### config.mk
export PLATFORM = sky130hd
export DESIGN_NAME = dcacheWayMerge_flat
export DESIGN_NICKNAME = d
export VERILOG_FILES = /design/src/verilog/dcachePkg.sv /design/src/verilog/dcacheWayIf.sv /design/src/verilog/dcacheWayMerge.sv /design/src/flat_wrapper.sv
export SDC_FILE = /design/constraint.sdc
export NUM_CORES = 1
export LEC_CHECK = 0
export BUFFER_PORTS_ARGS = -buffer_cell sky130_fd_sc_hd__buf_2
export CAP_MARGIN = 5
export CORE_AREA = 2 2 357 359
export DETAILED_ROUTE_END_ITERATION = 12
export DIE_AREA = 0 0 359 361
export REMOVE_ABC_BUFFERS = 1
export SYNTH_ARGS = -nofsm -noshare
export SYNTH_HDL_FRONTEND = slang
export SYNTH_SLANG_ARGS = --single-unit
### constraint.sdc
create_clock -name vclk -period 2.2
set_input_delay 0.22 -clock vclk [all_inputs]
set_output_delay 0.22 -clock vclk [all_outputs]
set_load 0.005 [all_outputs]
### src/verilog/dcachePkg.sv
package dcachePkg;

  // address split and geometry
  localparam int AddrWidth    = 32;
  localparam int Xlen         = 64;
  localparam int NumWays      = 2;
  localparam int IndexWidth   = 6;
  localparam int OffsetWidth  = 5;
  localparam int TagWidth     = AddrWidth - IndexWidth - OffsetWidth;
  localparam int LineWidth    = 256;
  localparam int BeatsPerLine = LineWidth / Xlen;

  // derived sizes
  localparam int NumSets      = 1 << IndexWidth;
  localparam int ByteLanes    = Xlen / 8;
  localparam int ByteIdxWidth = $clog2(ByteLanes);
  localparam int WordIdxWidth = $clog2(BeatsPerLine);
  localparam int WayIdxWidth  = (NumWays > 1) ? $clog2(NumWays) : 1;

  // replacement lfsr, x^16 + x^14 + x^13 + x^11
  localparam int                   LfsrWidth = 16;
  localparam logic [LfsrWidth-1:0] LfsrSeed  = 16'hACE1;

  typedef enum logic {
    OpLoad  = 1'b0,
    OpStore = 1'b1
  } cacheOpE;

  typedef enum logic [2:0] {
    StIdle      = 3'd0,
    StCompare   = 3'd1,
    StWriteBack = 3'd2,
    StMissReq   = 3'd3,
    StRefill    = 3'd4,
    StReplace   = 3'd5
  } ctrlStateE;

endpackage

### src/verilog/dcacheWayIf.sv
interface dcacheWayIf import dcachePkg::*; (
  input logic clk,
  input logic rst_n
);

  // request side, from the controller
  logic [IndexWidth-1:0]   index;
  logic [TagWidth-1:0]     reqTag;
  logic [WordIdxWidth-1:0] wordSel;
  logic [NumWays-1:0]      fillWay;
  logic [NumWays-1:0]      storeWay;
  logic [LineWidth-1:0]    fillLine;
  logic [LineWidth-1:0]    storeLine;
  logic [LineWidth-1:0]    storeBitMask;
  logic [WayIdxWidth-1:0]  victimWay;

  // per-way lookup results, one slot per way
  logic [NumWays-1:0]      wayHit;
  logic [NumWays-1:0]      wayDirty;
  logic [NumWays-1:0]      wayValid;
  logic [TagWidth-1:0]     wayTag [NumWays];
  logic [LineWidth-1:0]    wayLine [NumWays];

  // merged view
  logic                    anyHit;
  logic [WayIdxWidth-1:0]  hitWay;
  logic [Xlen-1:0]         loadWord;
  logic [LineWidth-1:0]    victimLine;
  logic [AddrWidth-1:0]    victimAddr;
  logic                    victimDirty;

  modport ctrl (
    output index, reqTag, wordSel, fillWay, storeWay, fillLine, storeLine, storeBitMask,
    output victimWay,
    input  wayValid, anyHit, hitWay, loadWord, victimLine, victimAddr, victimDirty
  );

  modport way (
    input  index, reqTag, fillWay, storeWay, fillLine, storeLine, storeBitMask,
    output wayHit, wayDirty, wayValid, wayTag, wayLine
  );

  modport merge (
    input  clk, rst_n, index, wordSel, victimWay,
    input  wayHit, wayDirty, wayValid, wayTag, wayLine,
    output anyHit, hitWay, loadWord, victimLine, victimAddr, victimDirty
  );

endinterface

### src/verilog/dcacheWayMerge.sv
module dcacheWayMerge import dcachePkg::*; (
  dcacheWayIf.merge wayBus
);

  logic [WayIdxWidth-1:0] hitIdx;
  logic [LineWidth-1:0]   hitLine;
  logic [TagWidth-1:0]    victimTag;

  // encode the hitting way
  always_comb begin
    hitIdx = '0;
    for (int w = 0; w < NumWays; w++) begin
      if (wayBus.wayHit[w]) begin
        hitIdx = WayIdxWidth'(w);
      end
    end
  end

  assign wayBus.anyHit = |wayBus.wayHit;
  assign wayBus.hitWay = hitIdx;

  // load word picked by offset bits 4:3
  assign hitLine         = wayBus.wayLine[hitIdx];
  assign wayBus.loadWord = hitLine[wayBus.wordSel*Xlen +: Xlen];

  // victim as named by the controller
  assign victimTag         = wayBus.wayTag[wayBus.victimWay];
  assign wayBus.victimLine = wayBus.wayLine[wayBus.victimWay];
  assign wayBus.victimAddr = {victimTag, wayBus.index, OffsetWidth'(0)};

  // only a valid line can need a write-back
  assign wayBus.victimDirty = wayBus.wayValid[wayBus.victimWay] &&
                              wayBus.wayDirty[wayBus.victimWay];

  // a tag lives in one way only, so fills never duplicate a line
  oneHitWay: assert property (@(posedge wayBus.clk) disable iff (!wayBus.rst_n)
    $onehot0(wayBus.wayHit));

endmodule

### src/flat_wrapper.sv
// flat-port wrapper written by rule: the top's interface ports become plain ports
module dcacheWayMerge_flat import dcachePkg::*;
  (clk, rst_n, wayBus_index, wayBus_wordSel, wayBus_victimWay, wayBus_wayHit, wayBus_wayDirty, wayBus_wayValid, wayBus_wayTag, wayBus_wayLine, wayBus_anyHit, wayBus_hitWay, wayBus_loadWord, wayBus_victimLine, wayBus_victimAddr, wayBus_victimDirty);
  dcacheWayIf wayBus_i (.clk(clk), .rst_n(rst_n));
  input wire logic clk;
  input wire logic rst_n;
  input wire logic [$bits(wayBus_i.index)-1:0] wayBus_index;
  input wire logic [$bits(wayBus_i.wordSel)-1:0] wayBus_wordSel;
  input wire logic [$bits(wayBus_i.victimWay)-1:0] wayBus_victimWay;
  input wire logic [$bits(wayBus_i.wayHit)-1:0] wayBus_wayHit;
  input wire logic [$bits(wayBus_i.wayDirty)-1:0] wayBus_wayDirty;
  input wire logic [$bits(wayBus_i.wayValid)-1:0] wayBus_wayValid;
  input wire logic [$bits(wayBus_i.wayTag)-1:0] wayBus_wayTag;
  input wire logic [$bits(wayBus_i.wayLine)-1:0] wayBus_wayLine;
  output wire logic [$bits(wayBus_i.anyHit)-1:0] wayBus_anyHit;
  output wire logic [$bits(wayBus_i.hitWay)-1:0] wayBus_hitWay;
  output wire logic [$bits(wayBus_i.loadWord)-1:0] wayBus_loadWord;
  output wire logic [$bits(wayBus_i.victimLine)-1:0] wayBus_victimLine;
  output wire logic [$bits(wayBus_i.victimAddr)-1:0] wayBus_victimAddr;
  output wire logic [$bits(wayBus_i.victimDirty)-1:0] wayBus_victimDirty;
  assign wayBus_i.index = wayBus_index;
  assign wayBus_i.wordSel = wayBus_wordSel;
  assign wayBus_i.victimWay = wayBus_victimWay;
  assign wayBus_i.wayHit = wayBus_wayHit;
  assign wayBus_i.wayDirty = wayBus_wayDirty;
  assign wayBus_i.wayValid = wayBus_wayValid;
  assign wayBus_i.wayTag = {>>{wayBus_wayTag}};
  assign wayBus_i.wayLine = {>>{wayBus_wayLine}};
  assign wayBus_anyHit = wayBus_i.anyHit;
  assign wayBus_hitWay = wayBus_i.hitWay;
  assign wayBus_loadWord = wayBus_i.loadWord;
  assign wayBus_victimLine = wayBus_i.victimLine;
  assign wayBus_victimAddr = wayBus_i.victimAddr;
  assign wayBus_victimDirty = wayBus_i.victimDirty;
  dcacheWayMerge u_core (.wayBus(wayBus_i));
endmodule
# ---- After elaboration in Yosys (flattened, before gate mapping)
# Cells that the tools add are included.
dict set report word_totals {
  regBits 0
  input_bits 571
  output_inout_bits 355
  word_cells 22
}
dict set report classes {
  magnitude_cmp 3
  shifts 1
  mux 14
  bitwise 2
  reduce_logical 2
}
# cell count
set op_table {}
lappend op_table {{$mux W256} 6}
lappend op_table {{$shiftx A256 B9 Y64} 1}
lappend op_table {{$mux W21} 3}
lappend op_table {{$mux W1} 5}
lappend op_table {{$ge A2 B2 Y1 const B} 2}
lappend op_table {{$not A1 Y2} 2}
lappend op_table {{$lt A1 B2 Y1 const B} 1}
lappend op_table {{$reduce_or A2 Y1} 1}
lappend op_table {{$logic_and A1 B1 Y1} 1}

# ---- Logic depth before layout (Yosys ltp)
dict set report logic_depth {
  ltp_word 6
  ltp_mapped 5
  depth_no_buf 2
}

# ---- Worst setup path after synthesis
# Ideal clock, no wire load.
dict set report synth_timing {
  path_kind {input to output}
  startpoint {input port wayBus_wayHit[1]}
  endpoint {output port wayBus_loadWord[25]}
  arrival_ns 1.359
  t_required_ns 1.980
  slack_ns 0.621
  stages 4
  path_buffers 2
  path_cell_list {buf_4 > buf_6 > mux4_2 > mux2_2}
}
dict set report synth_via {
  elab_chain_len 6
}
# element line
set synth_rtl {}
lappend synth_rtl {{start, declared} flat_wrapper.sv:10} ;# input wire logic [$bits(wayBus_i.wayHit)-1:0] wayBus_wayHit;
lappend synth_rtl {{$mux W1} dcacheWayMerge.sv:13} ;# if (wayBus.wayHit[w]) begin
lappend synth_rtl {{$not A1 Y2 (implied by the code)} dcacheWayMerge.sv:23} ;# assign hitLine = wayBus.wayLine[hitIdx];
lappend synth_rtl {{$mux W256 (implied by the code) (3 in a row)} dcacheWayMerge.sv:23}
lappend synth_rtl {{$shiftx A256 B9 Y64} dcacheWayMerge.sv:24} ;# assign wayBus.loadWord = hitLine[wayBus.wordSel*Xlen +: Xlen];
lappend synth_rtl {{end, declared} flat_wrapper.sv:17} ;# output wire logic [$bits(wayBus_i.loadWord)-1:0] wayBus_loadWord;
# Every way passes these cells. The select of a mux whose other input is x is not followed.

# ---- Worst setup path in the final report
dict set report layout_timing {
  startpoint {input port wayBus_wayHit[1]}
  endpoint {output port wayBus_loadWord[23]}
}
# The elaborated chain is that of the path after synthesis.

==> results_dict.tcl <==
set metrics [dict create \
    fp.dieH_um 361 \
    path_cells "buf_12, buf_12, mux4_2, mux2_2, buf_2" \
    syn_area_per_cell_um2 13.1 \
    worst_path_max_delay_cell "mux4_2" \
    pre_cts_ws_ns -0.00601 \
    post-route-drc-count 0 \
    dieArea_um2 130000 \
    layout_setup_ws_ns 0.107 \
    grt-ovfl-total 0 \
    coreArea_um2 125000 \
    fmax_mhz 478 \
    seqCellArea_um2 0 \
    maxCapViolations 0 \
    yosysMostFrequentCell "mux2_2" \
    grt_pass1_vias 10400 \
    rows 130 \
    synth_cell_type_count 12 \
    first_pass_iters 5 \
    cpMostUsedCell "buf_12" \
    ios 926 \
    synth_area_leader_cell "mux2_2" \
    drt-total-wl_um 108000 \
    port_buffers 907 \
    critical_path_required_ns 1.98 \
    synth_area_leaders "mux2_2 53%, mux4_2 40%, buf_2 1.8%" \
    status "finished, final reports clean" \
    ys_top_cells_by_count "341 x mux2_2, 128 x mux4_2, 26 x buf_2" \
    peakVddDrop_uv 88.8 \
    setup_viol 0 \
    grt_use_total_pct 15.8 \
    min-delay-path-class "primary input to primary output" \
    dr.first_iter.drc_count 861 \
    critPathLaunchType "primary input" \
    fin_tns_setup_ns 0 \
    yosys_warnings 0 \
    synth_top_area_share_pct 53.3 \
    drtAntennaViolNets 0 \
    dp.cells 3082 \
    crit_start "wayBus_wayHit[1]" \
    critPathArrivalTime_ns 1.87 \
    globalplace.congestion 1.07 \
    power_density_nw_per_um2 237 \
    min_from "wayBus_index[5]" \
    rsz0062_at_grt "false" \
    grt_pass1_wl_um 130000 \
    path_class "primary input to primary output" \
    yosysSeqAreaShare_pct 0 \
    layout-drive-gt1-share_pct 99.4 \
    start_util_pct 5.75 \
    post_drt_wl_per_cell_um 34.5 \
    hold_viol_final 0 \
    report.final.slew_viol_count 0 \
    p_leak_uw 0.00606 \
    nClkBuffers 0 \
    finalCritPeriodShare_pct 95.1 \
    max_stage_delay_ns 0.51 \
    fin_crit_ns 2.09 \
    grt_max_degree 74 \
    hold_buffers 0 \
    syn_area_um2 7210 \
    nets 2005 \
    hpwl_um 102000 \
    antenna_found_initial 192 \
    vias_per_cell 3.49 \
    die_x_um 359 \
    netlist_instances 552 \
    endpoint_kind "primary output" \
    stdcell_count 3139 \
    syn_to_final_growth_pct 95.6 \
    vias 11000 \
    numSequentialCells 0 \
    cp_max_fo 28 \
]
[report_power, final]
| part | leakage, uW | total, uW | internal [uW] | switching, uW |
|---|---|---|---|---|
| logic | 0.00606 | 3340 | 1670 | 1670 |
| clock network | 0.000000361 | 0.00268 | 0.00268 | 0 |
| registers | 0 | 0 | 0 | 0 |
| total | 0.00606 | 3340 | 1670 | 1670 |
[per-stage QoR]
step	hold slack [ns]	power (uW)	instance area, um2	util [%]
4_1_cts	0.440	3330	14000	11.1
3_5_place_dp	0.440	3300	13900	11.1
2_1_floorplan	0.440	1120	6760	-
3_3_place_gp	0.440	3300	13900	11.1
5_1_grt	0.440	3500	14000	11.2
6_report	0.440	3340	14100	11.2
[final timing paths]
kind                           endpoint  slack [ns]  cells after the start
hold / removal    wayBus_victimAddr[10]        0.44                      0
setup / recovery    wayBus_loadWord[23]        0.11                      5
[critical path: cells and delay by family]
family / cells / cell delay, ns
buffers and inverters: 3 / 0.75
multiplexers: 2 / 0.80
[timing repair]
action,CTS,global route
endpoints found under the setup margin,1,0
setup buffers,0,0
resized for setup,1,0
endpoints found under the hold margin,0,0
[cell type report]
| cell class | instances | area, um2 |
|---|---|---|
| repair buffers | 954 | 5130 |
| well taps | 1650 | 2060 |
| multi-input cells | 478 | 6760 |
| diodes | 57 | 143 |
| fillers | 14500 | 111000 |
[logic make-up after synthesis]
logic type	synth area share, %
AO/OA/AOI/OAI	0.0694
buffers and inverters	6.39
multiplexers	93.3
other	0.0520
AND/OR/NAND/NOR	0.208
[per-layer routing]
layer	global-route usage (%)	vias up	routed length [um]
met5	2.00	-	434
met4	3.62	38	4470
met3	5.86	366	11100
met2	24.2	1042	45100
met1	20.8	5342	47200
li1	-	4174	-
[cell usage in the layout, fill, tap and decap left out, drive strengths merged]
cell and count:
nand2 1, diode 57, o21ai 1, conb 5, buf 954, nand3 1
mux2 341, or2 1, mux4 128
(Power assumes the default switching activity.)
