`src/verilog/dcachePkg.sv`:
```
package dcachePkg;

  // address split and geometry
  localparam int AddrWidth    = 32;
  localparam int Xlen         = 64;
  localparam int NumWays      = 2;
  localparam int IndexWidth   = 6;
  localparam int OffsetWidth  = 5;
  localparam int TagWidth     = AddrWidth - IndexWidth - OffsetWidth;
  localparam int LineWidth    = 256;
  localparam int BeatsPerLine = LineWidth / Xlen;

  // derived sizes
  localparam int NumSets      = 1 << IndexWidth;
  localparam int ByteLanes    = Xlen / 8;
  localparam int ByteIdxWidth = $clog2(ByteLanes);
  localparam int WordIdxWidth = $clog2(BeatsPerLine);
  localparam int WayIdxWidth  = (NumWays > 1) ? $clog2(NumWays) : 1;

  // replacement lfsr, x^16 + x^14 + x^13 + x^11
  localparam int                   LfsrWidth = 16;
  localparam logic [LfsrWidth-1:0] LfsrSeed  = 16'hACE1;

  typedef enum logic {
    OpLoad  = 1'b0,
    OpStore = 1'b1
  } cacheOpE;

  typedef enum logic [2:0] {
    StIdle      = 3'd0,
    StCompare   = 3'd1,
    StWriteBack = 3'd2,
    StMissReq   = 3'd3,
    StRefill    = 3'd4,
    StReplace   = 3'd5
  } ctrlStateE;

endpackage

```
`src/verilog/dcacheWayIf.sv`:
```
interface dcacheWayIf import dcachePkg::*; (
  input logic clk,
  input logic rst_n
);

  // request side, from the controller
  logic [IndexWidth-1:0]   index;
  logic [TagWidth-1:0]     reqTag;
  logic [WordIdxWidth-1:0] wordSel;
  logic [NumWays-1:0]      fillWay;
  logic [NumWays-1:0]      storeWay;
  logic [LineWidth-1:0]    fillLine;
  logic [LineWidth-1:0]    storeLine;
  logic [LineWidth-1:0]    storeBitMask;
  logic [WayIdxWidth-1:0]  victimWay;

  // per-way lookup results, one slot per way
  logic [NumWays-1:0]      wayHit;
  logic [NumWays-1:0]      wayDirty;
  logic [NumWays-1:0]      wayValid;
  logic [TagWidth-1:0]     wayTag [NumWays];
  logic [LineWidth-1:0]    wayLine [NumWays];

  // merged view
  logic                    anyHit;
  logic [WayIdxWidth-1:0]  hitWay;
  logic [Xlen-1:0]         loadWord;
  logic [LineWidth-1:0]    victimLine;
  logic [AddrWidth-1:0]    victimAddr;
  logic                    victimDirty;

  modport ctrl (
    output index, reqTag, wordSel, fillWay, storeWay, fillLine, storeLine, storeBitMask,
    output victimWay,
    input  wayValid, anyHit, hitWay, loadWord, victimLine, victimAddr, victimDirty
  );

  modport way (
    input  index, reqTag, fillWay, storeWay, fillLine, storeLine, storeBitMask,
    output wayHit, wayDirty, wayValid, wayTag, wayLine
  );

  modport merge (
    input  clk, rst_n, index, wordSel, victimWay,
    input  wayHit, wayDirty, wayValid, wayTag, wayLine,
    output anyHit, hitWay, loadWord, victimLine, victimAddr, victimDirty
  );

endinterface

```
`src/verilog/dcacheCtrl.sv`:
```
module dcacheCtrl import dcachePkg::*; (
  input  logic                  clk,
  input  logic                  rst_n,
  // pipeline side
  input  logic [AddrWidth-1:0]  addr_i,
  input  logic                  valid_i,
  input  cacheOpE               op_i,
  input  logic [Xlen-1:0]       wrData_i,
  input  logic [ByteLanes-1:0]  wrMask_i,
  output logic                  addrOk_o,
  output logic                  dataOk_o,
  output logic                  dataNotOk_o,
  output logic [Xlen-1:0]       rdData_o,
  // memory read side
  output logic                  cacheRdValid_o,
  output logic [AddrWidth-1:0]  cacheRdAddr_o,
  input  logic                  axiRdReady_i,
  input  logic [Xlen-1:0]       rdData_i,
  input  logic                  dataValid_i,
  input  logic                  rdLast_i,
  // memory write side
  output logic                  cacheWrValid_o,
  output logic [AddrWidth-1:0]  cacheWrAddr_o,
  output logic [LineWidth-1:0]  cacheWrData_o,
  input  logic                  axiWrReady_i,
  dcacheWayIf.ctrl              wayBus
);

  ctrlStateE stateQ;
  ctrlStateE stateD;

  logic [AddrWidth-1:0]    reqAddrQ;
  cacheOpE                 reqOpQ;
  logic [Xlen-1:0]         reqDataQ;
  logic [ByteLanes-1:0]    reqMaskQ;
  logic [WordIdxWidth-1:0] beatCntQ;
  logic [LineWidth-1:0]    refillBuf;
  logic [LfsrWidth-1:0]    lfsrQ;
  logic [WayIdxWidth-1:0]  victimPick;
  logic [WayIdxWidth-1:0]  victimWayQ;
  logic [Xlen-1:0]         wordMask;
  logic [WordIdxWidth-1:0] wordSel;
  logic [IndexWidth-1:0]   reqIndex;
  logic [TagWidth-1:0]     reqTag;

  logic inCompare;
  logic compareHit;
  logic compareMiss;
  logic accept;
  logic refillBeat;

  assign inCompare   = (stateQ == StCompare);
  assign compareHit  = inCompare && wayBus.anyHit;
  assign compareMiss = inCompare && !wayBus.anyHit;
  assign refillBeat  = (stateQ == StRefill) && dataValid_i;

  // a hit in compare frees the slot for the next request
  assign addrOk_o = (stateQ == StIdle) || compareHit;
  assign accept   = valid_i && addrOk_o;

  // request split
  assign reqIndex = reqAddrQ[OffsetWidth +: IndexWidth];
  assign reqTag   = reqAddrQ[AddrWidth-1 -: TagWidth];
  assign wordSel  = reqAddrQ[ByteIdxWidth +: WordIdxWidth];

  always_ff @(posedge clk or negedge rst_n) begin
    if (!rst_n) begin
      stateQ <= StIdle;
    end else begin
      stateQ <= stateD;
    end
  end

  always_comb begin
    stateD = stateQ;
    case (stateQ)
      StIdle: begin
        if (accept) begin
          stateD = StCompare;
        end
      end
      StCompare: begin
        if (wayBus.anyHit) begin
          stateD = accept ? StCompare : StIdle;
        end else begin
          // dirty victim goes out before the refill is asked for
          stateD = wayBus.victimDirty ? StWriteBack : StMissReq;
        end
      end
      StWriteBack: begin
        if (axiWrReady_i) begin
          stateD = StMissReq;
        end
      end
      StMissReq: begin
        if (axiRdReady_i) begin
          stateD = StRefill;
        end
      end
      StRefill: begin
        if (dataValid_i && rdLast_i) begin
          stateD = StReplace;
        end
      end
      StReplace: begin
        stateD = StCompare;
      end
      default: begin
        stateD = StIdle;
      end
    endcase
  end

  // request latch
  always_ff @(posedge clk or negedge rst_n) begin
    if (!rst_n) begin
      reqAddrQ <= '0;
      reqOpQ   <= OpLoad;
    end else if (accept) begin
      reqAddrQ <= addr_i;
      reqOpQ   <= op_i;
    end
  end

  always_ff @(posedge clk) begin
    if (accept) begin
      reqDataQ <= wrData_i;
      reqMaskQ <= wrMask_i;
    end
  end

  // refill beats land in consecutive word slots
  always_ff @(posedge clk or negedge rst_n) begin
    if (!rst_n) begin
      beatCntQ <= '0;
    end else if (stateQ == StMissReq) begin
      beatCntQ <= '0;
    end else if (refillBeat) begin
      beatCntQ <= beatCntQ + 1'b1;
    end
  end

  always_ff @(posedge clk) begin
    if (refillBeat) begin
      refillBuf[beatCntQ*Xlen +: Xlen] <= rdData_i;
    end
  end

  // free-running replacement source
  always_ff @(posedge clk or negedge rst_n) begin
    if (!rst_n) begin
      lfsrQ <= LfsrSeed;
    end else begin
      lfsrQ <= {lfsrQ[LfsrWidth-2:0], lfsrQ[15] ^ lfsrQ[13] ^ lfsrQ[12] ^ lfsrQ[10]};
    end
  end

  // lowest invalid way wins over the random pick
  always_comb begin
    victimPick = WayIdxWidth'(lfsrQ % NumWays);
    for (int w = NumWays - 1; w >= 0; w--) begin
      if (!wayBus.wayValid[w]) begin
        victimPick = WayIdxWidth'(w);
      end
    end
  end

  always_ff @(posedge clk or negedge rst_n) begin
    if (!rst_n) begin
      victimWayQ <= '0;
    end else if (compareMiss) begin
      victimWayQ <= victimPick;
    end
  end

  // byte mask to bit mask over one word
  always_comb begin
    wordMask = '0;
    for (int b = 0; b < ByteLanes; b++) begin
      wordMask[b*8 +: 8] = {8{reqMaskQ[b]}};
    end
  end

  // way write enables
  always_comb begin
    wayBus.fillWay  = '0;
    wayBus.storeWay = '0;
    if (stateQ == StReplace) begin
      wayBus.fillWay[victimWayQ] = 1'b1;
    end
    if (compareHit && (reqOpQ == OpStore)) begin
      wayBus.storeWay[wayBus.hitWay] = 1'b1;
    end
  end

  assign wayBus.index        = reqIndex;
  assign wayBus.reqTag       = reqTag;
  assign wayBus.wordSel      = wordSel;
  assign wayBus.fillLine     = refillBuf;
  assign wayBus.storeLine    = LineWidth'(reqDataQ) << (wordSel * Xlen);
  assign wayBus.storeBitMask = LineWidth'(wordMask) << (wordSel * Xlen);
  assign wayBus.victimWay    = inCompare ? victimPick : victimWayQ;

  // pipeline results
  assign dataOk_o    = compareHit;
  assign dataNotOk_o = compareMiss || (stateQ == StWriteBack) || (stateQ == StMissReq) ||
                       (stateQ == StRefill) || (stateQ == StReplace);
  assign rdData_o    = (compareHit && (reqOpQ == OpLoad)) ? wayBus.loadWord : '0;

  // memory port
  assign cacheRdValid_o = (stateQ == StMissReq);
  assign cacheRdAddr_o  = {reqTag, reqIndex, OffsetWidth'(0)};
  assign cacheWrValid_o = (stateQ == StWriteBack);
  assign cacheWrAddr_o  = wayBus.victimAddr;
  assign cacheWrData_o  = wayBus.victimLine;

  // one memory channel busy at a time
  rdWrExclusive: assert property (@(posedge clk) disable iff (!rst_n)
    !(cacheRdValid_o && cacheWrValid_o));

  okOnlyInCompare: assert property (@(posedge clk) disable iff (!rst_n)
    dataOk_o |-> stateQ == StCompare);

endmodule

```
`src/flat_wrapper.sv`:
```
// flat-port wrapper written by rule: the top's interface ports become plain ports
module dcacheCtrl_flat import dcachePkg::*;
  (clk, rst_n, addr_i, valid_i, op_i, wrData_i, wrMask_i, addrOk_o, dataOk_o, dataNotOk_o, rdData_o, cacheRdValid_o, cacheRdAddr_o, axiRdReady_i, rdData_i, dataValid_i, rdLast_i, cacheWrValid_o, cacheWrAddr_o, cacheWrData_o, axiWrReady_i, wayBus_index, wayBus_reqTag, wayBus_wordSel, wayBus_fillWay, wayBus_storeWay, wayBus_fillLine, wayBus_storeLine, wayBus_storeBitMask, wayBus_victimWay, wayBus_wayValid, wayBus_anyHit, wayBus_hitWay, wayBus_loadWord, wayBus_victimLine, wayBus_victimAddr, wayBus_victimDirty);
  dcacheWayIf wayBus_i (.clk(clk), .rst_n(rst_n));
  input  logic clk;
  input  logic rst_n;
  input  logic [AddrWidth-1:0] addr_i;
  input  logic valid_i;
  input  cacheOpE op_i;
  input  logic [Xlen-1:0] wrData_i;
  input  logic [ByteLanes-1:0] wrMask_i;
  output logic addrOk_o;
  output logic dataOk_o;
  output logic dataNotOk_o;
  output logic [Xlen-1:0] rdData_o;
  output logic cacheRdValid_o;
  output logic [AddrWidth-1:0] cacheRdAddr_o;
  input  logic axiRdReady_i;
  input  logic [Xlen-1:0] rdData_i;
  input  logic dataValid_i;
  input  logic rdLast_i;
  output logic cacheWrValid_o;
  output logic [AddrWidth-1:0] cacheWrAddr_o;
  output logic [LineWidth-1:0] cacheWrData_o;
  input  logic axiWrReady_i;
  output wire logic [$bits(wayBus_i.index)-1:0] wayBus_index;
  output wire logic [$bits(wayBus_i.reqTag)-1:0] wayBus_reqTag;
  output wire logic [$bits(wayBus_i.wordSel)-1:0] wayBus_wordSel;
  output wire logic [$bits(wayBus_i.fillWay)-1:0] wayBus_fillWay;
  output wire logic [$bits(wayBus_i.storeWay)-1:0] wayBus_storeWay;
  output wire logic [$bits(wayBus_i.fillLine)-1:0] wayBus_fillLine;
  output wire logic [$bits(wayBus_i.storeLine)-1:0] wayBus_storeLine;
  output wire logic [$bits(wayBus_i.storeBitMask)-1:0] wayBus_storeBitMask;
  output wire logic [$bits(wayBus_i.victimWay)-1:0] wayBus_victimWay;
  input wire logic [$bits(wayBus_i.wayValid)-1:0] wayBus_wayValid;
  input wire logic [$bits(wayBus_i.anyHit)-1:0] wayBus_anyHit;
  input wire logic [$bits(wayBus_i.hitWay)-1:0] wayBus_hitWay;
  input wire logic [$bits(wayBus_i.loadWord)-1:0] wayBus_loadWord;
  input wire logic [$bits(wayBus_i.victimLine)-1:0] wayBus_victimLine;
  input wire logic [$bits(wayBus_i.victimAddr)-1:0] wayBus_victimAddr;
  input wire logic [$bits(wayBus_i.victimDirty)-1:0] wayBus_victimDirty;
  assign wayBus_index = wayBus_i.index;
  assign wayBus_reqTag = wayBus_i.reqTag;
  assign wayBus_wordSel = wayBus_i.wordSel;
  assign wayBus_fillWay = wayBus_i.fillWay;
  assign wayBus_storeWay = wayBus_i.storeWay;
  assign wayBus_fillLine = wayBus_i.fillLine;
  assign wayBus_storeLine = wayBus_i.storeLine;
  assign wayBus_storeBitMask = wayBus_i.storeBitMask;
  assign wayBus_victimWay = wayBus_i.victimWay;
  assign wayBus_i.wayValid = wayBus_wayValid;
  assign wayBus_i.anyHit = wayBus_anyHit;
  assign wayBus_i.hitWay = wayBus_hitWay;
  assign wayBus_i.loadWord = wayBus_loadWord;
  assign wayBus_i.victimLine = wayBus_victimLine;
  assign wayBus_i.victimAddr = wayBus_victimAddr;
  assign wayBus_i.victimDirty = wayBus_victimDirty;
  dcacheCtrl u_core (.clk(clk), .rst_n(rst_n), .addr_i(addr_i), .valid_i(valid_i), .op_i(op_i), .wrData_i(wrData_i), .wrMask_i(wrMask_i), .addrOk_o(addrOk_o), .dataOk_o(dataOk_o), .dataNotOk_o(dataNotOk_o), .rdData_o(rdData_o), .cacheRdValid_o(cacheRdValid_o), .cacheRdAddr_o(cacheRdAddr_o), .axiRdReady_i(axiRdReady_i), .rdData_i(rdData_i), .dataValid_i(dataValid_i), .rdLast_i(rdLast_i), .cacheWrValid_o(cacheWrValid_o), .cacheWrAddr_o(cacheWrAddr_o), .cacheWrData_o(cacheWrData_o), .axiWrReady_i(axiWrReady_i), .wayBus(wayBus_i));
endmodule
```
`config.mk`:
```
export PLATFORM = sky130hd
export DESIGN_NAME = dcacheCtrl_flat
export DESIGN_NICKNAME = d
export VERILOG_FILES = /design/src/verilog/dcachePkg.sv /design/src/verilog/dcacheWayIf.sv /design/src/verilog/dcacheCtrl.sv /design/src/flat_wrapper.sv
export SDC_FILE = /design/constraint.sdc
export NUM_CORES = 1
export LEC_CHECK = 0
export ABC_CLOCK_PERIOD_IN_PS = 3200
export BUFFER_PORTS_ARGS = -buffer_cell sky130_fd_sc_hd__buf_2
export CAP_MARGIN = 20
export CORE_AREA = 2 2 678 680
export CTS_BUF_LIST = sky130_fd_sc_hd__clkbuf_4
export CTS_CLUSTER_SIZE = 8
export DETAILED_ROUTE_END_ITERATION = 10
export DIE_AREA = 0 0 680 682
export SLEW_MARGIN = 25
export SYNTH_ARGS = -nofsm -noshare
export SYNTH_HDL_FRONTEND = slang
export SYNTH_SLANG_ARGS = --single-unit
```
`constraint.sdc`:
```
create_clock -name clk -period 3.2 [get_ports clk]
set_input_delay 0.64 -clock clk [delete_from_list [all_inputs] [get_ports clk]]
set_output_delay 0.64 -clock clk [all_outputs]
set_load 0.01 [all_outputs]
```
Yosys cells after proc, flatten, opt, wreduce, memory -nomap -nowiden:

Index checks and enable logic that the tools add are counted.

* flip-flop bits (word level): 383
* memories kept: 0
* memory bits (read-only): 0
* bits in latches: 0
* word-level logic and storage cells: 71
* memory bits (writable): 0

* multiply operators: 0
* shift-type cells: 4
* $lt $le $gt $ge: 4
* div/mod/pow operators: 0
* equal/unequal tests: 9
* reduce and logical (&&, ||, !) cells: 18
* $add $sub $neg: 2
* multiplexer cells: 21
* bitwise gates (word level): 4

Operator list (count)
* $shl 64x8->256: 2
* $bwmux 256: 1
* $shift 64x34->256 const A: 1
* $shiftx 64x34->256: 1
* $mux 64: 1
* $neg 8->34: 1
* $pmux 3 s6: 1
* $mux 3: 5
* $logic_and 1x1->1: 9
* $mux 2: 4
* $mux 1: 7
* $eq 3x2->1 const B: 2
* $eq 3x3->1 const B: 2
* $ne 2x1->1 const B: 3
* $logic_or 1x1->1: 5
* $lt 1x2->1 const B: 2
* $reduce_and 4->1: 1
* $eq 3x1->1 const B: 1
* $logic_not 3->1: 1
* $xor 1x1->1: 3
* $add 2x1->2 const B: 1
* $demux 1 s1: 2
* $ge 1x1->1 const B: 2
* $ne 2x2->1 const B: 1
* 3 further kinds: 3

Depth between registers and ports, before layout:

Gate-level depths: netlist (run 1).

* word-level depth: 7
* mapped depth: 5
* mapped depth without buffers: 4

Least setup slack after synthesis (run 1):

OpenSTA, ideal clock, no wires.

* kind: input-to-reg
* from: in dataValid_i
* to: reg u_core.refillBuf[0] (netlist: u_core.wayBus.fillLine[0]) (enable)
* arrival: 2.463 ns
* setup time: 0.429 ns
* stages on the path: 2
* buffers on the path: 0
* slack: 0.308 ns
* required time: 2.771 ns
* cell sequence: and4bb_2 and2_1

* cells in the longest elaborated chain, start to end: 1

RTL lines
* from (decl): line flat_wrapper.sv:20 `input logic dataValid_i;`
* $logic_and 1x1->1: line dcacheCtrl.sv:55 `assign refillBeat = (stateQ == StRefill) && dataValid_i;`
* to (signal, indexed assignment): line dcacheCtrl.sv:145 `refillBuf[beatCntQ*Xlen +: Xlen] <= rdData_i;`
* to (decl): line dcacheCtrl.sv:37 `logic [LineWidth-1:0] refillBuf;`

Every way passes these cells.
A chain may end at the register's enable or synchronous reset.

Worst setup path in the final report (run 1):

* from: reg u_core.reqAddrQ[3]
* to: out wayBus_storeBitMask[61]

* cells in the longest elaborated chain, start to end: 1

RTL lines
* from (decl): line dcacheCtrl.sv:32 `logic [AddrWidth-1:0] reqAddrQ;`
* from (signal assigned): line dcacheCtrl.sv:120 `reqAddrQ <= addr_i;`
* $shl 64x8->256: line dcacheCtrl.sv:201 `assign wayBus.storeBitMask = LineWidth'(wordMask) << (wordSel * Xlen);`
* to (decl): line flat_wrapper.sv:33 `output wire logic [$bits(wayBus_i.storeBitMask)-1:0] wayBus_storeBitMask;`

Every way passes these cells.

==> flow_metrics.py, run 1 <==
metrics = {
    "run_status": {
        "outcome": "complete, but fails checks",
        "violations": "DRC, setup timing",
    },
    "sta": {
        "setup_viol": 559,
        "fin_worst_skew_ns": 0.1631,
        "hold_violations": 0,
        "timing_max_transition_violations_final": 0,
        "layout_worst_path_cycle_share": 1.090,
        "timing_worst_slew_pin_value_ns": 0.8199,
        "f_max_ghz": 0.2866,
        "slew_headroom": 0.4534,
        "postLayoutSetupSlackWorst_ns": -0.2890,
        "period_needed_ns": 3.489,
        "grt_setup_unrepaired": "true",
    },
    "cells_and_area": {
        "ff_latch_area_um2": 11170,
        "instances_no_fill": 8884,
        "final_cell_mix": "buf_2, and2_1, edfxtp_1",
        "layout_commonest_cell": "buf_2",
        "total_area_of_multi_input_combinational_cells_um2": 5172,
        "nFillCells": 53042,
        "syn_to_final_growth_pct": 81.92,
        "final_area_um2": 37100,
        "layout.nets": 3233,
        "proportion_of_layout_cells_with_a_drive_suffix_above_1": 0.5998,
    },
    "clocking": {
        "clk_root_buffer_cell": "clkbuf_4",
        "insertion_delay_ns": 1.28,
        "cts_max_path_buffers": 4,
        "cts_buffers": 117,
        "cts.sinks": 380,
        "h-tree-depth": 3,
        "clk_transition_reported_paths_ns": 0.06,
        "cts_tree": "built",
    },
    "floorplanning": {
        "floorplan.io_pins": 1724,
        "fp.dieArea_um2": 463800,
        "floorplan.core_area_um2": 457400,
        "die_h_um": 682,
        "floorplan.initialDensity": 0.04459,
        "std_cell_rows": 249,
        "die_width_um": 680,
    },
    "pwr": {
        "switching_component_of_the_power_mw": 11.11,
        "p_per_area_nw_per_um2": 705.0,
        "sequentialPowerShare": 0.263,
        "clockPowerShare": 0.196,
        "p_int_mw": 15.05,
        "power_frac_comb": 0.542,
        "switching_part_of_the_total": 0.4247,
        "total_leakage_power_nw": 15.19,
        "irDropWorstVdd_mv": 0.6161,
    },
    "critical_path": {
        "critical_path_fanout_max": 8,
        "crit_start": "u_core.reqAddrQ[3]",
        "reg_to_reg_slack_setup_ns": 0.72,
        "worstSetupStartpointType": "register",
        "critPathRequiredTime_ns": 2.56,
        "launch_point_of_the_worst_reg_to_reg_path": "u_core.stateQ[2]",
        "critical_path.n_buffers_inverters": 3,
        "cpMaxStageDelayCell": "dfrtp_4",
        "critical_path.top_delay_family": "flip-flops",
        "depth_of_the_critical_timing_path_with_buffers_and_inverters_included": 5,
        "worstSetupPathType": "reg -> out",
        "worst_r2r_endpoint": "u_core.stateQ[0]",
        "timing.critical_path.to_type": "output port",
        "critPathCapture": "wayBus_storeBitMask[61]",
        "critical_path_arrival_ns": 2.85,
        "crit_chain": "nor2_4, buf_12, buf_16, and2_4, buf_2",
        "reg2reg_depth": 7,
        "max_stage_delay_ns": 0.55,
    },
    "logic_synthesis": {
        "synth_seq_area_share": 0.5473,
        "synth_top_area_share": 0.4830,
        "syn_area_um2": 20390,
        "yosysWarningCount": 0,
        "synth-edff-count": 328,
        "post_synth_main_area_contributors": "edfxtp_1, buf_4, and2_1",
        "synth_cell_type_count": 42,
        "synth-main-ff-cell": "edfxtp_1",
        "synth_top_area_cell": "edfxtp_1",
        "synth_seq_cells": 380,
        "synth-async-reset-ratio": 0.1368,
        "netlist_instances": 1700,
        "synth.avg_cell_area_um2": 12.00,
    },
    "route": {
        "postRouteAntennaNets": 0,
        "number_of_design_rule_violations_left_after_detail_routing": 1,
        "via_per_inst": 2.154,
        "detailedRoute.firstPassIterationCount": 11,
        "detail_route.wirelength_mm": 251.2,
        "num_vias": 19139,
        "initialDrtViolationCount": 2262,
        "detail_route.wl_per_cell_um": 28.28,
    },
    "placed_design": {
        "dp_cells": 8303,
        "placedInstanceArea_um2": 29870,
        "globalplace.congestion": 0.8101,
        "post-dp-hpwl_mm": 207.8,
        "dp_worst_setup_slack_ns": 0.4271,
        "port_buffer_count": 1139,
    },
    "global_routing": {
        "first_global_vias": 15872,
        "grt_use_total": 0.09834,
        "grt-ovfl-total": 0,
        "pin_count_of_the_biggest_net_entering_global_routing": 65,
        "antenna_violations_before_repair": 141,
        "grt_pass1_wl_mm": 271.1,
    },
    "hold_path": {
        "worstHoldPathType": "in -> reg",
    },
    "run": {
        "drv_cap": 0,
    },
}
layer usage:
metal  routed length [um]  up-vias  track usage
met5                 1563        -      0.01031
met4                11260      106      0.03480
met3                66740      503       0.1228
met2               107500     2328       0.1458
met1                64150     9032      0.07604
li1                     -     7170            -
cell type report:
| type | count | share of cell area |
|---|---|---|
| timing repair buffer | 1494 | 0.3122 |
| sequential | 380 | 0.3012 |
| tap | 6024 | 0.2032 |
| multi-input combinational | 698 | 0.1394 |
| clock buffer | 166 | 0.03359 |
| antenna | 79 | 0.005329 |
| clock inverter | 39 | 0.004756 |
| inverter | 4 | 0.0004047 |
flip-flops by register name (all words and copies together), names as in the netlist:
register / flops
u_core.stateQ: 3
u_core.reqOpQ: 1
u_core.wayBus.fillLine: 256
u_core.lfsrQ: 16
u_core.reqMaskQ: 8
u_core.reqAddrQ: 29
u_core.victimWayQ: 1
u_core.reqDataQ: 64
u_core.beatCntQ: 2
cells by family (layout without fill, tap and decap cells):
group,after synthesis,count (layout),synth area share
AO/OA/AOI/OAI,8,8,0.003068
XOR/XNOR,4,4,0.001718
adder cells (fa/ha/maj),5,5,0.003068
buffers and inverters,626,1703,0.2183
flip-flops,380,380,0.5473
multiplexers,34,34,0.02399
other,1,84,0.0001839
AND/OR/NAND/NOR,642,642,0.2024
worst register-to-register path: cells and delay by family (launching register included):
kind / cells / cell delay, ns
AOI/OAI and AO/OA: 2 / 0.57
buffers and inverters: 4 / 1.35
DFF: 1 / 0.39
and+or+nand+nor: 1 / 0.05
through the flow:
step	power, mW	utilization	setup TNS [ns]	hold WS [ns]
global placement	16.30	0.06530	0	0.3335
global route	27.17	0.08105	-190.87	0.06112
finish	26.15	0.08111	-96.34	0.2223
detailed placement	16.39	0.06530	0	0.3347
floorplan	12.65	-	0	0.3312
CTS	23.89	0.07667	-228.62	0.001380
power groups by stage:
stage               Sequential [mW]  Clock [mW]  Combinational (mW)
floorplan                      6.60           0                6.05
global placement               6.97           0                9.33
detailed placement             6.99           0                9.40
CTS                            6.81        5.39                11.7
global route                   6.85        5.56                14.8
finish                         6.87        5.12                14.2
Yosys cell counts (4+ instances only):
cell type,n
and2_1,489
ha_1,5
clkbuf_1,47
edfxtp_1,328
mux2_4,29
dfrtp_1,44
clkbuf_2,24
and2_2,51
dfstp_2,8
nand2_1,4
buf_4,545
and3_1,73
nor2_1,8
repair_timing:
| action | CTS | global route |
|---|---|---|
| hold endpoints to repair | 400 | 0 |
| hold buffers | 242 | 0 |
| gates resized for setup | 219 | 281 |
| pin swaps | 7 | 8 |
| endpoints found under the setup margin | 583 | 579 |
| cloned | 5 | 19 |
| buffers inserted | 22 | 15 |
how the worst min path moves through the flow:
stage                    startpoint                           to  depth (start not counted)
finish                 wrData_i[34]          u_core.reqDataQ[34]                          2
global route           wrData_i[34]          u_core.reqDataQ[34]                          2
CTS                    rdData_i[34]  u_core.wayBus.fillLine[226]                          3
detailed placement  u_core.lfsrQ[8]              u_core.lfsrQ[9]                          0
global placement    u_core.lfsrQ[8]              u_core.lfsrQ[9]                          0
floorplan           u_core.lfsrQ[1]              u_core.lfsrQ[2]                          0
Power figures use the tool's default switching activity.
==> run 2, diff against run 1 <==
--- a/config.mk
+++ b/config.mk
@@ -5,14 +5,14 @@
 export SDC_FILE = /design/constraint.sdc
 export NUM_CORES = 1
 export LEC_CHECK = 0
-export ABC_CLOCK_PERIOD_IN_PS = 3200
+export ABC_CLOCK_PERIOD_IN_PS = 3100
 export BUFFER_PORTS_ARGS = -buffer_cell sky130_fd_sc_hd__buf_2
 export CAP_MARGIN = 20
-export CORE_AREA = 2 2 678 680
+export CORE_AREA = 2 2 673 675
 export CTS_BUF_LIST = sky130_fd_sc_hd__clkbuf_4
 export CTS_CLUSTER_SIZE = 8
 export DETAILED_ROUTE_END_ITERATION = 10
-export DIE_AREA = 0 0 680 682
+export DIE_AREA = 0 0 675 677
 export SLEW_MARGIN = 25
 export SYNTH_ARGS = -nofsm -noshare
 export SYNTH_HDL_FRONTEND = slang
==> constraint.sdc (replaced) <==
create_clock -name clk -period 3.1 [get_ports clk]
set_input_delay 0.62 -clock clk [delete_from_list [all_inputs] [get_ports clk]]
set_output_delay 0.62 -clock clk [all_outputs]
set_load 0.01 [all_outputs]
==> run 2 against run 1 <==
The run ends with setup timing left. Combinational power grew 5%. Via count shrank 1.4%. Core utilization grew 0.13 points. Die area shrank 1.5%. Critical path type unchanged. Critical endpoint is now rdData_o[61]. Largest power group unchanged. Highest routed layer unchanged.
==> flow_metrics.py, run 2 (same netlist as run 1, synthesis figures left out) <==
metrics = {
    "run_status": {
        "outcome": "complete, but fails checks",
        "violations": "setup timing",
    },
    "clocking": {
        "clk_root_buffer_cell": "clkbuf_4",
        "cts.sinks": 380,
        "insertion_delay_ns": 1.23,
        "cts_max_path_buffers": 4,
        "clk_transition_reported_paths_ns": 0.07,
        "h-tree-depth": 3,
        "cts_buffers": 120,
        "cts_tree": "built",
    },
    "placed_design": {
        "post-dp-hpwl_mm": 209.8,
        "globalplace.congestion": 0.8015,
        "port_buffer_count": 1139,
        "placedInstanceArea_um2": 29820,
        "dp_worst_setup_slack_ns": 0.5177,
    },
    "sta": {
        "slew_headroom": 0.5103,
        "timing_max_transition_violations_final": 0,
        "hold_violations": 0,
        "fin_setup_tns_ns": -92.24,
        "period_needed_ns": 3.408,
        "layout_worst_path_cycle_share": 1.099,
        "f_max_ghz": 0.2934,
        "fin_worst_skew_ns": 0.1176,
        "setup_viol": 570,
        "whs_ns": 0.2142,
        "timing_worst_slew_pin_value_ns": 0.7346,
        "postLayoutSetupSlackWorst_ns": -0.3083,
        "grt_setup_unrepaired": "true",
    },
    "route": {
        "initialDrtViolationCount": 1542,
        "detail_route.wl_per_cell_um": 28.99,
        "postRouteAntennaNets": 0,
        "number_of_design_rule_violations_left_after_detail_routing": 0,
        "num_vias": 18873,
        "via_per_inst": 2.142,
        "detailedRoute.firstPassIterationCount": 9,
        "detail_route.wirelength_mm": 255.4,
    },
    "global_routing": {
        "grt-ovfl-total": 0,
        "first_global_vias": 16337,
        "grt_use_total": 0.1022,
        "pin_count_of_the_biggest_net_entering_global_routing": 65,
        "grt_pass1_wl_mm": 278.7,
        "antenna_violations_before_repair": 133,
    },
    "critical_path": {
        "worstSetupStartpointType": "register",
        "cpMaxStageDelayCell": "dfrtp_2",
        "critical_path_fanout_max": 20,
        "reg_to_reg_slack_setup_ns": 0.47,
        "timing.critical_path.to_type": "output port",
        "launch_point_of_the_worst_reg_to_reg_path": "u_core.beatCntQ[0]",
        "crit_chain": "and4bb_2, and2b_4, buf_4, buf_12, and2_1, buf_2",
        "worst_r2r_endpoint": "u_core.wayBus.fillLine[9]",
        "worstSetupPathType": "reg -> out",
        "reg2reg_depth": 5,
        "critical_path_arrival_ns": 2.79,
        "max_stage_delay_ns": 0.41,
        "critPathRequiredTime_ns": 2.48,
    },
    "cells_and_area": {
        "nFillCells": 52194,
        "final_cell_mix": "buf_2, and2_1, edfxtp_1",
        "final_area_um2": 37140,
        "largest_register_ffs": 256,
        "proportion_of_layout_cells_with_a_drive_suffix_above_1": 0.6043,
        "post-route-util": 0.08242,
        "layout_commonest_cell": "buf_2",
        "syn_to_final_growth_pct": 82.13,
        "layout.nets": 3258,
    },
    "hold_path": {
        "hold_depth": 2,
        "hold_path_startpoint": "wrData_i[17]",
        "worstHoldPathType": "in -> reg",
        "whs_endpoint": "u_core.reqDataQ[17]",
    },
    "floorplanning": {
        "die_h_um": 677,
        "floorplan.initialDensity": 0.04526,
        "floorplan.io_pins": 1724,
        "floorplan.core_area_um2": 450600,
        "die_width_um": 675,
        "fp.dieArea_um2": 457000,
        "std_cell_rows": 247,
    },
    "run": {
        "drv_cap": 0,
    },
    "pwr": {
        "irDropWorstVdd_mv": 0.5644,
        "total_leakage_power_nw": 15.37,
        "p_per_area_nw_per_um2": 738.3,
    },
}
==> run 2: changes by cell type in the layout (fill, tap and decap cells not counted), sizes merged, moves of 4 or more <==
cell         previous run  this run
buf                  1238      1243
diode                  79        29
clkbuf                181       185
dlygate4sd3           241       258
clkinv                 38        34
==> run 2: critical path: cells and delay by family, from the launching register on <==
kind / cells / cell delay [ns]
buffers and inverters: 3 / 0.39
DFF: 1 / 0.41
and+or+nand+nor: 3 / 0.66
==> run 2: routing by layer <==
| layer | track usage | up-vias | routed length, um |
|---|---|---|---|
| li1 | - | 7163 | - |
| met1 | 0.07806 | 8907 | 67500 |
| met2 | 0.1555 | 2228 | 109800 |
| met3 | 0.1275 | 465 | 67050 |
| met4 | 0.02869 | 110 | 9382 |
| met5 | 0.01652 | - | 1706 |
==> run 2: per-stage QoR <==
step                      instances  total power [mW]
after floorplan                1704             13.06
after global placement         8250             17.14
after detailed placement       8250             17.25
after CTS                      8750             25.21
after global routing           8804             28.66
final                          8810             27.42
==> run 2: timing repair <==
action,4_1_cts,5_1_grt
pin swaps,15,20
hold buffers,259,0
setup endpoints to repair,587,586
gates resized for setup,218,283
setup buffers,23,20
gates cloned,11,16
hold endpoints to repair,420,0
==> run 2: area by class of cell <==
type | instances | area [um2] | share of cell area
antenna | 29 | 72.57 | 0.001954
clock buffer | 170 | 1276 | 0.03436
clock inverter | 37 | 193.9 | 0.005222
inverter | 4 | 15.01 | 0.0004043
multi-input combinational | 698 | 5214 | 0.1404
sequential | 380 | 11170 | 0.3008
tap | 5976 | 7477 | 0.2013
timing repair buffer | 1516 | 11720 | 0.3155
==> run 2: worst max path at each step <==
stage / start / to / slack (ns) / cells after the start
3_5_place_dp: u_core.reqAddrQ[4] / wayBus_storeBitMask[68] / 0.52 / 4
4_1_cts: u_core.reqAddrQ[3] / wayBus_storeLine[118] / -0.67 / 5
2_1_floorplan: u_core.stateQ[0] / u_core.wayBus.fillLine[0] / 0.22 / 3
3_3_place_gp: u_core.reqAddrQ[4] / wayBus_storeBitMask[64] / 0.53 / 4
6_report: u_core.stateQ[2] / rdData_o[61] / -0.31 / 6
5_1_grt: u_core.stateQ[2] / rdData_o[6] / -0.55 / 6
==> run 2: report_power, final <==
group | internal (mW) | switching, mW | leakage (nW)
Sequential | 6.33 | 0.700 | 4.04
Combinational | 6.80 | 8.13 | 10.4
Clock | 2.59 | 2.86 | 0.884
==> run 3, diff against run 2 <==
--- a/config.mk
+++ b/config.mk
@@ -13,7 +13,9 @@
 export CTS_CLUSTER_SIZE = 8
 export DETAILED_ROUTE_END_ITERATION = 10
 export DIE_AREA = 0 0 675 677
+export REMOVE_ABC_BUFFERS = 1
 export SLEW_MARGIN = 25
 export SYNTH_ARGS = -nofsm -noshare
 export SYNTH_HDL_FRONTEND = slang
 export SYNTH_SLANG_ARGS = --single-unit
+export TNS_END_PERCENT = 10
==> run 3 against run 2 <==
Largest cell class is now registers. Setup slack better by 0.014 ns. Register-to-register slack better by 0.05 ns. The run still ends with setup timing left. Highest routed layer unchanged. Via count up 8.1%. Final area down 2.5%. Combinational power down 3%. Critical path type unchanged.
==> flow_metrics.py, run 3 (same netlist as run 1, synthesis figures left out) <==
metrics = {
    "global_routing": {
        "pin_count_of_the_biggest_net_entering_global_routing": 65,
        "grt_pass1_wl_mm": 414.1,
        "first_global_vias": 16339,
        "grt-ovfl-total": 0,
        "antenna_violations_before_repair": 99,
        "grt_use_total": 0.1606,
    },
    "placed_design": {
        "dp_worst_setup_slack_ns": 0.3185,
        "globalplace.congestion": 1.046,
        "placedInstanceArea_um2": 30310,
        "port_buffer_count": 1139,
        "dp_cells": 8261,
        "post-dp-hpwl_mm": 334.3,
    },
    "clocking": {
        "cts.sinks": 380,
        "cts_buffers": 125,
        "cts_tree": "built",
        "h-tree-depth": 3,
        "clk_root_buffer_cell": "clkbuf_4",
        "insertion_delay_ns": 1.42,
        "clk_transition_reported_paths_ns": 0.07,
        "cts_max_path_buffers": 4,
    },
    "run": {
        "drv_cap": 0,
    },
    "cells_and_area": {
        "layout_commonest_cell": "buf_2",
        "instances_no_fill": 8793,
        "final_cell_mix": "buf_2, and2_1, edfxtp_1",
        "largest_register_ffs": 256,
        "syn_to_final_growth_pct": 77.54,
        "layout.nets": 3227,
        "final_area_um2": 36200,
        "proportion_of_layout_cells_with_a_drive_suffix_above_1": 0.5946,
    },
    "critical_path": {
        "timing.critical_path.to_type": "output port",
        "crit_start": "u_core.reqAddrQ[3]",
        "critical_path_arrival_ns": 2.77,
        "launch_point_of_the_worst_reg_to_reg_path": "u_core.beatCntQ[0]",
        "worstSetupPathType": "reg -> out",
        "critical_path_fanout_max": 8,
        "critPathRequiredTime_ns": 2.48,
        "worstSetupStartpointType": "register",
    },
    "sta": {
        "slew_headroom": 0.4216,
        "postLayoutSetupSlackWorst_ns": -0.2943,
        "period_needed_ns": 3.394,
        "layout_worst_path_cycle_share": 1.095,
        "setup_viol": 558,
        "whs_ns": 0.1534,
        "hold_violations": 0,
        "timing_max_transition_violations_final": 0,
        "f_max_ghz": 0.2946,
        "fin_worst_skew_ns": 0.3318,
        "timing_worst_slew_pin_value_ns": 0.8676,
        "grt_setup_unrepaired": "true",
    },
    "route": {
        "detail_route.wl_per_cell_um": 43.60,
        "via_per_inst": 2.319,
        "number_of_design_rule_violations_left_after_detail_routing": 0,
        "postRouteAntennaNets": 0,
        "detail_route.wirelength_mm": 383.4,
        "initialDrtViolationCount": 2477,
        "detailedRoute.firstPassIterationCount": 6,
        "num_vias": 20393,
    },
    "run_status": {
        "violations": "setup timing",
        "outcome": "complete, but fails checks",
    },
    "floorplanning": {
        "die_h_um": 677,
        "floorplan.io_pins": 1724,
        "die_width_um": 675,
        "floorplan.initialDensity": 0.04526,
        "floorplan.core_area_um2": 450600,
        "std_cell_rows": 247,
        "fp.dieArea_um2": 457000,
    },
    "hold_path": {
        "worstHoldPathType": "in -> reg",
        "hold_path_startpoint": "rdData_i[15]",
    },
    "pwr": {
        "total_leakage_power_nw": 15.05,
        "power_mw": 27.34,
        "irDropWorstVdd_mv": 0.6370,
        "p_per_area_nw_per_um2": 755.3,
    },
}
run 3: cell count changes in the layout (fill, tap and decap cells not counted), moves of 22 or more:
| cell | previous run | this run |
|---|---|---|
| buf_6 | 204 | 105 |
| buf_2 | 930 | 996 |
| and2_1 | 351 | 407 |
| and2_4 | 137 | 82 |
| buf_12 | 49 | 71 |
| dlygate4sd3_1 | 258 | 229 |
run 3: final timing paths:
kind / end / slack (ns) / depth (start not counted)
max: wayBus_storeLine[183] / -0.29 / 7
min: u_core.wayBus.fillLine[15] / 0.15 / 3
max reg2reg: u_core.wayBus.fillLine[124] / 0.52 / 5
min reg2reg: u_core.lfsrQ[3] / 0.33 / 0
max in group asynchronous: u_core.reqAddrQ[3] / 1.82 / 3
min in group asynchronous: u_core.lfsrQ[1] / 0.67 / 3
run 3: final cells by class:
cell class / count / area [um2]
fill: 52383 / 414400
tap: 5976 / 7477
clock buffer: 186 / 1396
antenna: 32 / 80.08
sequential: 380 / 11170
multi-input combinational: 698 / 5095
inverter: 4 / 15.01
clock inverter: 37 / 195.2
timing repair buffer: 1480 / 10770
run 3: timing repair:
| item | 4_1_cts | 5_1_grt |
|---|---|---|
| pin swaps | 22 | 9 |
| hold buffers | 230 | 0 |
| endpoints found under the setup margin | 576 | 575 |
| cloned | 8 | 4 |
| endpoints found under the hold margin | 473 | 0 |
| buffers inserted | 34 | 6 |
| gates resized for setup | 229 | 118 |
run 3: per-stage QoR:
step / utilization / setup TNS [ns]
floorplan: - / -349.77
global placement: 0.06727 / 0
detailed placement: 0.06727 / 0
CTS: 0.07897 / -241.64
global route: 0.08025 / -220.32
finish: 0.08035 / -101.97
run 3: report_power, final:
| group | internal (mW) | total [mW] | leakage, nW | switching (mW) |
|---|---|---|---|---|
| Sequential | 6.33 | 7.21 | 4.04 | 0.882 |
| Combinational | 6.12 | 14.4 | 10.1 | 8.31 |
| Clock | 2.82 | 5.70 | 0.964 | 2.88 |
| Total | 15.3 | 27.3 | 15.1 | 12.1 |
run 3: critical path, stage by stage, from the launching register on:
cell	delay, ns
dfrtp_4	0.54
buf_12	0.17
nor2b_4	0.18
buf_12	0.14
buf_12	0.13
buf_16	0.16
and2_4	0.19
buf_6	0.11
run 3: metal layers:
layer	global-route usage	routed length [um]	vias to the layer above	part of all wire
met3	0.2212	111100	417	0.29
met2	0.2261	153100	2999	0.40
met4	0.02642	7996	88	0.021
li1	-	-	7116	-
met5	0.1270	8172	-	0.021
met1	0.1232	102900	9773	0.27
